===== config.mk =====
export PLATFORM = sky130hd
export DESIGN_NAME = load_store_unit
export DESIGN_NICKNAME = d
export VERILOG_FILES = /design/src/hdl/lsu_pkg.sv /design/src/hdl/lsu_addr_stage.sv /design/src/hdl/lsu_txn_ctrl.sv /design/src/hdl/lsu_rdata_align.sv /design/src/hdl/load_store_unit.sv
export VERILOG_INCLUDE_DIRS = /design/src /design/src/hdl
export SDC_FILE = /design/constraint.sdc
export NUM_CORES = 1
export LEC_CHECK = 0
export BUFFER_PORTS_ARGS = -buffer_cell sky130_fd_sc_hd__buf_2
export CAP_MARGIN = 20
export CORE_ASPECT_RATIO = 1.1
export CORE_MARGIN = 2
export CORE_UTILIZATION = 45
export CTS_BUF_LIST = sky130_fd_sc_hd__clkbuf_2
export CTS_CLUSTER_DIAMETER = 50
export DETAILED_ROUTE_END_ITERATION = 7
export GPL_TIMING_DRIVEN = 1
export PLACE_DENSITY = 0.73
export SLEW_MARGIN = 20
export SYNTH_ARGS = -nofsm -noshare
export SYNTH_HDL_FRONTEND = slang
export SYNTH_HIERARCHICAL = 1
export SYNTH_SLANG_ARGS = --single-unit

===== constraint.sdc =====
create_clock -name clk -period 5.2 [get_ports clk]
set_input_delay 1.04 -clock clk [delete_from_list [all_inputs] [get_ports clk]]
set_output_delay 1.04 -clock clk [all_outputs]
set_load 0.03 [all_outputs]

===== src/hdl/lsu_macros.svh =====
// Width and depth settings for the load/store unit
// Included by the package and by every RTL file that sizes a signal

`ifndef LSU_MACROS_SVH
`define LSU_MACROS_SVH

//////////////////////////////////////////////////
// Datapath
//////////////////////////////////////////////////

// Data and address width
`define LSU_XLEN 32

// One enable per byte lane
`define LSU_BE_W 4

//////////////////////////////////////////////////
// Outstanding transfer tracking
//////////////////////////////////////////////////

`define LSU_MAX_OUTSTND 2
`define LSU_CNT_W 2

`endif


===== src/hdl/lsu_pkg.sv =====
// Types shared by the load/store unit: access size, EX op and bus payloads
// Modules import it in their body and use scoped names on their ports

`include "lsu_macros.svh"

package lsu_pkg;

  // Access size, same code as the funct3 low bits
  typedef enum logic [1:0] {
    LSU_SIZE_BYTE = 2'b00,
    LSU_SIZE_HALF = 2'b01,
    LSU_SIZE_WORD = 2'b10
  } lsu_size_e;

  // Load/store instruction as presented in EX
  typedef struct packed {
    logic [`LSU_XLEN-1:0] operand_a;
    logic [`LSU_XLEN-1:0] operand_b;
    logic [`LSU_XLEN-1:0] wdata;
    logic                 we;
    lsu_size_e            size;
    logic                 sext;
  } lsu_op_t;

  // Address phase of the data bus
  typedef struct packed {
    logic [`LSU_XLEN-1:0] addr;
    logic                 we;
    logic [`LSU_BE_W-1:0] be;
    logic [`LSU_XLEN-1:0] wdata;
  } bus_req_t;

  // Response phase of the data bus
  typedef struct packed {
    logic [`LSU_XLEN-1:0] rdata;
    logic                 err;
  } bus_resp_t;

  // Control carried from EX to WB for realignment
  typedef struct packed {
    lsu_size_e  size;
    logic       sext;
    logic       we;
    logic [1:0] offset;
    // Low only for the first half of a split
    logic       last;
  } wb_ctrl_t;

endpackage


===== src/hdl/lsu_addr_stage.sv =====
// EX side of the load/store unit: address, split tracking, byte enables, store data
// Drives the bus payload and the control word that follows the access into WB

`timescale 1ns/1ps
`include "lsu_macros.svh"

module lsu_addr_stage (
  input  logic              clk,
  input  logic              rst_n,
  input  lsu_pkg::lsu_op_t  op_i,
  input  logic              valid_0_i,
  input  logic              ctrl_update_i,
  output lsu_pkg::bus_req_t req_payload_o,
  output lsu_pkg::wb_ctrl_t wb_next_o,
  output logic              split_0_o,
  output logic              split_q_o,
  output logic              first_op_0_o,
  output logic              last_op_0_o
);

  import lsu_pkg::*;

  logic [`LSU_XLEN-1:0] addr;
  logic [1:0]           offset;
  logic [`LSU_BE_W-1:0] be;
  logic [`LSU_XLEN-1:0] wdata_rot;
  // Second address phase of a split access in progress
  logic                 split_q;

  assign addr   = op_i.operand_a + op_i.operand_b;
  assign offset = addr[1:0];

  // Split needed for a word off alignment or a halfword crossing the word
  always_comb begin
    split_0_o = 1'b0;
    if (valid_0_i && !split_q) begin
      if (op_i.size == LSU_SIZE_WORD && offset != 2'b00) begin
        split_0_o = 1'b1;
      end
      if (op_i.size == LSU_SIZE_HALF && offset == 2'b11) begin
        split_0_o = 1'b1;
      end
    end
  end

  //////////////////////////////////////////////////
  // Byte enables
  //////////////////////////////////////////////////

  always_comb begin
    case (op_i.size)
      LSU_SIZE_BYTE: be = 4'b0001 << offset;
      LSU_SIZE_HALF: begin
        // Second half only carries the top byte into lane 0
        if (split_q) be = 4'b0001;
        else         be = (offset == 2'b11) ? 4'b1000 : (4'b0011 << offset);
      end
      default: begin
        // Word, first half fills the upper lanes
        if (split_q) be = 4'b1111 >> (3'd4 - {1'b0, offset});
        else         be = 4'b1111 << offset;
      end
    endcase
  end

  // Rotate store data left so byte 0 lands in lane offset
  always_comb begin
    case (offset)
      2'b00:   wdata_rot = op_i.wdata;
      2'b01:   wdata_rot = {op_i.wdata[23:0], op_i.wdata[31:24]};
      2'b10:   wdata_rot = {op_i.wdata[15:0], op_i.wdata[31:16]};
      default: wdata_rot = {op_i.wdata[7:0], op_i.wdata[31:8]};
    endcase
  end

  // Second half goes to the next aligned word
  always_comb begin
    req_payload_o.addr  = split_q ? ({addr[`LSU_XLEN-1:2], 2'b00} + `LSU_XLEN'd4) : addr;
    req_payload_o.we    = op_i.we;
    req_payload_o.be    = be;
    req_payload_o.wdata = wdata_rot;
  end

  // Control word for WB, taken on ctrl_update
  always_comb begin
    wb_next_o.size   = op_i.size;
    wb_next_o.sext   = op_i.sext;
    wb_next_o.we     = op_i.we;
    wb_next_o.offset = offset;
    wb_next_o.last   = !split_0_o;
  end

  // Cleared on an empty EX so a killed split cannot leak into the next op
  always_ff @(posedge clk or negedge rst_n) begin
    if (!rst_n) begin
      split_q <= 1'b0;
    end else if (!valid_0_i) begin
      split_q <= 1'b0;
    end else if (ctrl_update_i) begin
      split_q <= split_0_o;
    end
  end

  assign split_q_o    = split_q;
  assign first_op_0_o = !split_q;
  assign last_op_0_o  = !split_0_o;

endmodule


===== src/hdl/lsu_txn_ctrl.sv =====
// Transfer control for the load/store unit: outstanding count, request, handshakes
// Also derives busy, interruptible and the protocol error flag

`timescale 1ns/1ps
`include "lsu_macros.svh"

module lsu_txn_ctrl (
  input  logic clk,
  input  logic rst_n,
  input  logic valid_0_i,
  input  logic ready_0_i,
  input  logic valid_1_i,
  input  logic ready_1_i,
  input  logic split_0_i,
  input  logic data_gnt_i,
  input  logic data_rvalid_i,
  output logic data_req_o,
  output logic ready_0_o,
  output logic valid_0_o,
  output logic valid_1_o,
  output logic ready_1_o,
  output logic ctrl_update_o,
  output logic busy_o,
  output logic interruptible_o,
  output logic protocol_err_o
);

  logic [`LSU_CNT_W-1:0] cnt_q;
  logic [`LSU_CNT_W-1:0] cnt_next;
  logic                  cnt_zero;
  logic                  trans_valid;
  logic                  count_up;
  logic                  count_down;
  // EX address phase finished
  logic                  done_0;
  // Request seen for more than one cycle without completing
  logic                  trans_valid_q;

  assign cnt_zero = (cnt_q == '0);

  // Request only while below the outstanding limit
  assign trans_valid = valid_0_i && (cnt_q < `LSU_CNT_W'(`LSU_MAX_OUTSTND));
  assign data_req_o  = trans_valid;

  //////////////////////////////////////////////////
  // Outstanding counter
  //////////////////////////////////////////////////

  assign count_up   = trans_valid && data_gnt_i;
  // Stray responses do not underflow
  assign count_down = data_rvalid_i && !cnt_zero;

  always_comb begin
    case ({count_up, count_down})
      2'b10:   cnt_next = cnt_q + 1'b1;
      2'b01:   cnt_next = cnt_q - 1'b1;
      default: cnt_next = cnt_q;
    endcase
  end

  always_ff @(posedge clk or negedge rst_n) begin
    if (!rst_n) cnt_q <= '0;
    else        cnt_q <= cnt_next;
  end

  //////////////////////////////////////////////////
  // EX and WB handshakes
  //////////////////////////////////////////////////

  // An empty EX is done; a valid one only once its transfer is granted
  assign done_0        = (!valid_0_i || count_up) && ready_0_i;
  assign valid_0_o     = count_up && valid_0_i;
  assign ctrl_update_o = done_0 && valid_0_i;
  // Hold EX while the first half of a split is on the bus
  assign ready_0_o     = done_0 && !split_0_i;

  // WB free when nothing is in flight, else when the response lands
  assign ready_1_o = (cnt_zero ? 1'b1 : data_rvalid_i) && ready_1_i;
  assign valid_1_o = data_rvalid_i && valid_1_i;

  // A request must not be retracted once it has waited a cycle
  always_ff @(posedge clk or negedge rst_n) begin
    if (!rst_n) begin
      trans_valid_q <= 1'b0;
    end else if (ctrl_update_o) begin
      trans_valid_q <= 1'b0;
    end else if (trans_valid) begin
      trans_valid_q <= 1'b1;
    end
  end

  assign interruptible_o = !trans_valid_q && cnt_zero;
  assign busy_o          = !cnt_zero || trans_valid;
  // Response with nothing granted
  assign protocol_err_o  = data_rvalid_i && cnt_zero;

endmodule


===== src/hdl/lsu_rdata_align.sv =====
// WB side of the load/store unit: control queue, split load joining and extension
// Produces the register file value in the cycle of the final response

`timescale 1ns/1ps
`include "lsu_macros.svh"

module lsu_rdata_align (
  input  logic               clk,
  input  logic               rst_n,
  input  logic               ctrl_update_i,
  input  lsu_pkg::wb_ctrl_t  wb_next_i,
  input  logic               split_0_i,
  input  logic               split_q_i,
  input  logic               data_rvalid_i,
  input  lsu_pkg::bus_resp_t data_resp_i,
  output logic [31:0]        lsu_rdata_1_o,
  output logic               lsu_err_1_o
);

  import lsu_pkg::*;

  localparam int PTR_W = $clog2(`LSU_MAX_OUTSTND);

  // One control word per outstanding transfer
  wb_ctrl_t               wb_q [`LSU_MAX_OUTSTND];
  logic [PTR_W-1:0]       wr_ptr_q;
  logic [PTR_W-1:0]       rd_ptr_q;
  wb_ctrl_t               wb_head;
  logic [`LSU_XLEN-1:0]   rdata_q;
  logic                   rdata_is_split;
  logic [2*`LSU_XLEN-1:0] rdata_full;
  logic [2*`LSU_XLEN-1:0] rdata_shift;
  logic [`LSU_XLEN-1:0]   rdata_aligned;

  //////////////////////////////////////////////////
  // WB control queue
  //////////////////////////////////////////////////

  // Push on each EX address phase, pop on each response
  always_ff @(posedge clk or negedge rst_n) begin
    if (!rst_n) begin
      wb_q     <= '{default: '0};
      wr_ptr_q <= '0;
      rd_ptr_q <= '0;
    end else begin
      if (ctrl_update_i) begin
        wb_q[wr_ptr_q] <= wb_next_i;
        wr_ptr_q       <= wr_ptr_q + 1'b1;
      end
      if (data_rvalid_i) begin
        rd_ptr_q <= rd_ptr_q + 1'b1;
      end
    end
  end

  assign wb_head = wb_q[rd_ptr_q];

  // Low half of a split load, kept for the second response
  always_ff @(posedge clk or negedge rst_n) begin
    if (!rst_n) begin
      rdata_q <= '0;
    end else if (data_rvalid_i && !wb_head.we && !wb_head.last) begin
      rdata_q <= data_resp_i.rdata;
    end
  end

  //////////////////////////////////////////////////
  // Realignment and extension
  //////////////////////////////////////////////////

  assign rdata_is_split = (wb_head.size == LSU_SIZE_WORD && wb_head.offset != 2'b00) ||
                          (wb_head.size == LSU_SIZE_HALF && wb_head.offset == 2'b11);

  // Unsplit data is doubled so the shift wraps the upper bytes down
  assign rdata_full    = rdata_is_split ? {data_resp_i.rdata, rdata_q} :
                                          {data_resp_i.rdata, data_resp_i.rdata};
  assign rdata_shift   = rdata_full >> {wb_head.offset, 3'b000};
  assign rdata_aligned = rdata_shift[`LSU_XLEN-1:0];

  always_comb begin
    case (wb_head.size)
      LSU_SIZE_BYTE: begin
        lsu_rdata_1_o = {{24{wb_head.sext && rdata_aligned[7]}}, rdata_aligned[7:0]};
      end
      LSU_SIZE_HALF: begin
        lsu_rdata_1_o = {{16{wb_head.sext && rdata_aligned[15]}}, rdata_aligned[15:0]};
      end
      default: lsu_rdata_1_o = rdata_aligned;
    endcase
  end

  // Bus error only counts on a response cycle
  assign lsu_err_1_o = data_resp_i.err && data_rvalid_i;

endmodule


===== src/hdl/load_store_unit.sv =====
// Top of the load/store unit for a small in-order RISC-V pipeline
// Connects the EX address stage, transfer control and WB realignment to the data bus

`timescale 1ns/1ps

module load_store_unit (
  input  logic               clk,
  input  logic               rst_n,
  // EX side
  input  lsu_pkg::lsu_op_t   op_i,
  input  logic               valid_0_i,
  output logic               ready_0_o,
  output logic               valid_0_o,
  input  logic               ready_0_i,
  // WB side
  input  logic               valid_1_i,
  output logic               ready_1_o,
  output logic               valid_1_o,
  input  logic               ready_1_i,
  // Data bus
  output logic               data_req_o,
  output lsu_pkg::bus_req_t  data_req_payload_o,
  input  logic               data_gnt_i,
  input  logic               data_rvalid_i,
  input  lsu_pkg::bus_resp_t data_resp_i,
  // Results and status
  output logic [31:0]        lsu_rdata_1_o,
  output logic               lsu_err_1_o,
  output logic               split_0_o,
  output logic               first_op_0_o,
  output logic               last_op_0_o,
  output logic               busy_o,
  output logic               interruptible_o,
  output logic               protocol_err_o
);

  import lsu_pkg::*;

  wb_ctrl_t wb_next;
  logic     split_q;
  // EX address phase done, WB takes over
  logic     ctrl_update;

  lsu_addr_stage i_addr_stage (
    .clk          (clk),
    .rst_n        (rst_n),
    .op_i         (op_i),
    .valid_0_i    (valid_0_i),
    .ctrl_update_i(ctrl_update),
    .req_payload_o(data_req_payload_o),
    .wb_next_o    (wb_next),
    .split_0_o    (split_0_o),
    .split_q_o    (split_q),
    .first_op_0_o (first_op_0_o),
    .last_op_0_o  (last_op_0_o)
  );

  lsu_txn_ctrl i_txn_ctrl (
    .clk            (clk),
    .rst_n          (rst_n),
    .valid_0_i      (valid_0_i),
    .ready_0_i      (ready_0_i),
    .valid_1_i      (valid_1_i),
    .ready_1_i      (ready_1_i),
    .split_0_i      (split_0_o),
    .data_gnt_i     (data_gnt_i),
    .data_rvalid_i  (data_rvalid_i),
    .data_req_o     (data_req_o),
    .ready_0_o      (ready_0_o),
    .valid_0_o      (valid_0_o),
    .valid_1_o      (valid_1_o),
    .ready_1_o      (ready_1_o),
    .ctrl_update_o  (ctrl_update),
    .busy_o         (busy_o),
    .interruptible_o(interruptible_o),
    .protocol_err_o (protocol_err_o)
  );

  lsu_rdata_align i_rdata_align (
    .clk          (clk),
    .rst_n        (rst_n),
    .ctrl_update_i(ctrl_update),
    .wb_next_i    (wb_next),
    .split_0_i    (split_0_o),
    .split_q_i    (split_q),
    .data_rvalid_i(data_rvalid_i),
    .data_resp_i  (data_resp_i),
    .lsu_rdata_1_o(lsu_rdata_1_o),
    .lsu_err_1_o  (lsu_err_1_o)
  );

endmodule


==> metrics <==
Reg area 0.00110 mm^2; critical setup path kind in -> out; Post-DP HPWL 18000 um; crit-path cells buf_6 -> ha_4 -> fa_2 -> a21o_1 -> a211o_4 -> a211oi_2 -> and2_1 -> nand4_1 -> nor4_4 -> nor4b_4 -> nor4b_4 -> xor2_2 -> buf_6; max incr delay on CP 0.39 ns; core box area 0.0158 mm^2; via/cell ratio 5.97; initial core utilization 46.4%; Worst Path Required 4.16 ns; vias in the first global route 7812; fin crit share 100%; initial antenna violation count 1; die height 138 um; max-slew violations 0; Vias 8767; Worst VDD drop 0.384 mV; routability cong. 0.953; I/O pin cnt 254; final worst-path setup slack -0.0178 ns; nets@finish 1448; grt ovf 0; R2R cell count 4; first-pass iteration count of the detailed router 8; die area 0.0173 mm^2; Initial DRC Count 831; I/O Buffers 253; slowest cell on the critical path nor4b_4; Design Power 0.00508 W; Hold Vio Cnt, Final 0; final setup TNS -0.0217 ns; GR Util All Layers 24.8%; Sink Count 44; skew final 0.0286 ns; synthesized flop and latch total 44; Post-synth ARST share 100%; worst path bufs/invs 2; Area Growth Syn to Fin 33.8%; first-pass GRT wire length 36500 um; commonest non-fill, non-tap cell in the layout buf_2; Cell Area, Synth 0.00734 mm^2; crit-path leading delay family simple AND/OR/NAND/NOR gates; FILL cells 1471; Critical Path Start Type primary input; clk buf depth 2; DRT antenna net count 0; element type at the critical path end output port; Crit Path Max Fanout 5; die width 126 um; hold depth 1; slew margin rel. 27.3%; Avg WL per Cell 15.8 um; number of buffers created by CTS 5; Fmax 0.192 GHz; Final min period 5.22 ns; final wirelength 23200 um; Worst-path clk slew 0.25 ns; Remaining DRCs 1; failing checks design-rule violations, negative setup slack; leading cell types in the layout, fill and taps excluded buf_2, buf_4, nand2_1; status finished with violations; CTS root buf clkbuf_2; Max Cap Viol 0; Yosys cell types 95; largest net degree at the start of global routing 53; ys flop type dfrtp_1; layout cells sized above 1 40.1%; # setup viols final 2; warning count from the yosys run 6; H-tree depth 2; RSZ-0062 raised after global routing true; Avg Cell Area, Syn 7.66 um^2; CTS tree done; Post-Syn Nets 1139; Post-synth EDFFs 0; Leak 4.69 nW; row cnt 48; CTS Hold Buffers Added 0; part of the Yosys area used for sequential elements 15.0%; Worst-Skew Late Latency 0.45 ns; CP arrival 4.18 ns; Cell Pwr Density 518 mW/mm^2; multi-input logic area 0.00611 mm^2; worst-margin pin slew 1.09 ns; Crit. path cell count 13; Hold Path Class reg -> reg; Post-Syn Instances 958
==> worst paths after layout <==
| path | startpoint | to | slack, ns |
|---|---|---|---|
| worst min-delay path | i_rdata_align/wr_ptr_q | i_rdata_align/wr_ptr_q | 0.51 |
| worst min register to register | i_rdata_align/wr_ptr_q | i_rdata_align/wr_ptr_q | 0.51 |
| min in group asynchronous | rst_n | i_rdata_align/rdata_q[15] | 0.69 |
| worst max-delay path | op_i[68] | data_req_payload_o[68] | -0.02 |
| worst max register to register | i_txn_ctrl/cnt_q[1] | i_rdata_align/wb_q[10] | 3.15 |
| max in group asynchronous | rst_n | i_rdata_align/rdata_q[22] | 3.87 |
==> cell families after synthesis <==
group / synth area share [%]
flip-flops: 15.0
AO/OA/AOI/OAI: 31.6
buffers and inverters: 5.59
adder cells (fa/ha/maj): 6.92
multiplexers: 11.5
AND/OR/NAND/NOR: 23.6
XOR/XNOR: 5.85
==> cells in the mapped netlist (7+ instances only) <==
| cell type | count | share of area, % |
|---|---|---|
| nand2_1 | 103 | 5.3 |
| a21oi_1 | 84 | 5.7 |
| nor2_1 | 80 | 4.1 |
| o21ai_0 | 62 | 4.2 |
| dfrtp_1 | 44 | 15 |
| mux2_2 | 43 | 6.6 |
| clkbuf_1 | 41 | 2.1 |
| ha_1 | 39 | 6.7 |
| mux2i_1 | 33 | 4.5 |
| xnor2_1 | 33 | 3.9 |
| a222oi_1 | 32 | 4.4 |
| a21o_1 | 31 | 3.2 |
| nor3_1 | 28 | 1.9 |
| nand3_1 | 22 | 1.5 |
| buf_2 | 18 | 1.2 |
| o211ai_1 | 16 | 1.6 |
| xor2_1 | 16 | 1.9 |
| and2_1 | 13 | 1.1 |
| o221ai_1 | 13 | 1.6 |
| inv_1 | 11 | 0.56 |
| nand4_1 | 10 | 0.85 |
| nor4_1 | 10 | 0.85 |
| a211oi_1 | 9 | 0.92 |
| o21a_1 | 9 | 0.92 |
| or3_1 | 9 | 0.77 |
| nor3b_1 | 7 | 0.72 |
==> flip-flops by register name, indices dropped and copies added (netlist names) <==
register	flops
i_addr_stage/split_q_o	1
i_rdata_align/rd_ptr_q	1
i_rdata_align/rdata_q	24
i_rdata_align/wb_q	14
i_rdata_align/wr_ptr_q	1
i_txn_ctrl/cnt_q	2
i_txn_ctrl/trans_valid_q	1
==> report_power, final <==
part,total [W],internal [W],switching [W]
registers,0.000692,0.000508,0.000184
clock network,0.000205,0.0000827,0.000122
logic,0.00419,0.00153,0.00266
==> worst reg2reg max path: stages, from the launching register on <==
cell     delay (ns)
dfrtp_1        0.50
and3b_1        0.32
and2_4         0.20
nor2b_1        0.53
mux2_2         0.41
==> through the flow <==
step / hold slack [ns] / utilization [%] / setup slack [ns] / instances / cell area [um^2]
3_5_place_dp: 0.485 / 59.3 / -0.225 / 1451 / 9370
4_1_cts: 0.517 / 60.6 / -0.0466 / 1461 / 9570
6_report: 0.514 / 62.2 / -0.0178 / 1469 / 9820
5_1_grt: 0.540 / 62.2 / -0.220 / 1469 / 9820
3_3_place_gp: 0.478 / 59.3 / -0.180 / 1451 / 9370
2_1_floorplan: 0.463 / - / -0.0205 / 958 / 7360
==> cell type report <==
| cell class | count | share of cell area, % |
|---|---|---|
| Clock inverter | 3 | 0.472 |
| Timing Repair Buffer | 375 | 22.8 |
| Clock buffer | 5 | 0.255 |
| Tap cell | 200 | 2.55 |
| Inverter | 12 | 0.459 |
| Sequential cell | 44 | 11.2 |
| Antenna cell | 1 | 0.0255 |
| Multi-Input combinational cell | 829 | 62.2 |
==> what timing repair did <==
item / in CTS / in global routing
setup endpoints to repair: 14 / 16
endpoints found under the hold margin: 0 / 0
pin swaps: 13 / 19
resized for setup: 26 / 46
buffers inserted: 2 / 7
==> routing by layer <==
metal | vias to the layer above | part of all wire, % | global-route usage, %
li1 | 4263 | - | -
met1 | 4087 | 42 | 32.2
met4 | 0 | 3.0 | 9.95
met5 | - | 0 | 0
met3 | 51 | 5.9 | 1.50
met2 | 366 | 49 | 43.3
No activity file was read; power rests on OpenSTA's default activity.
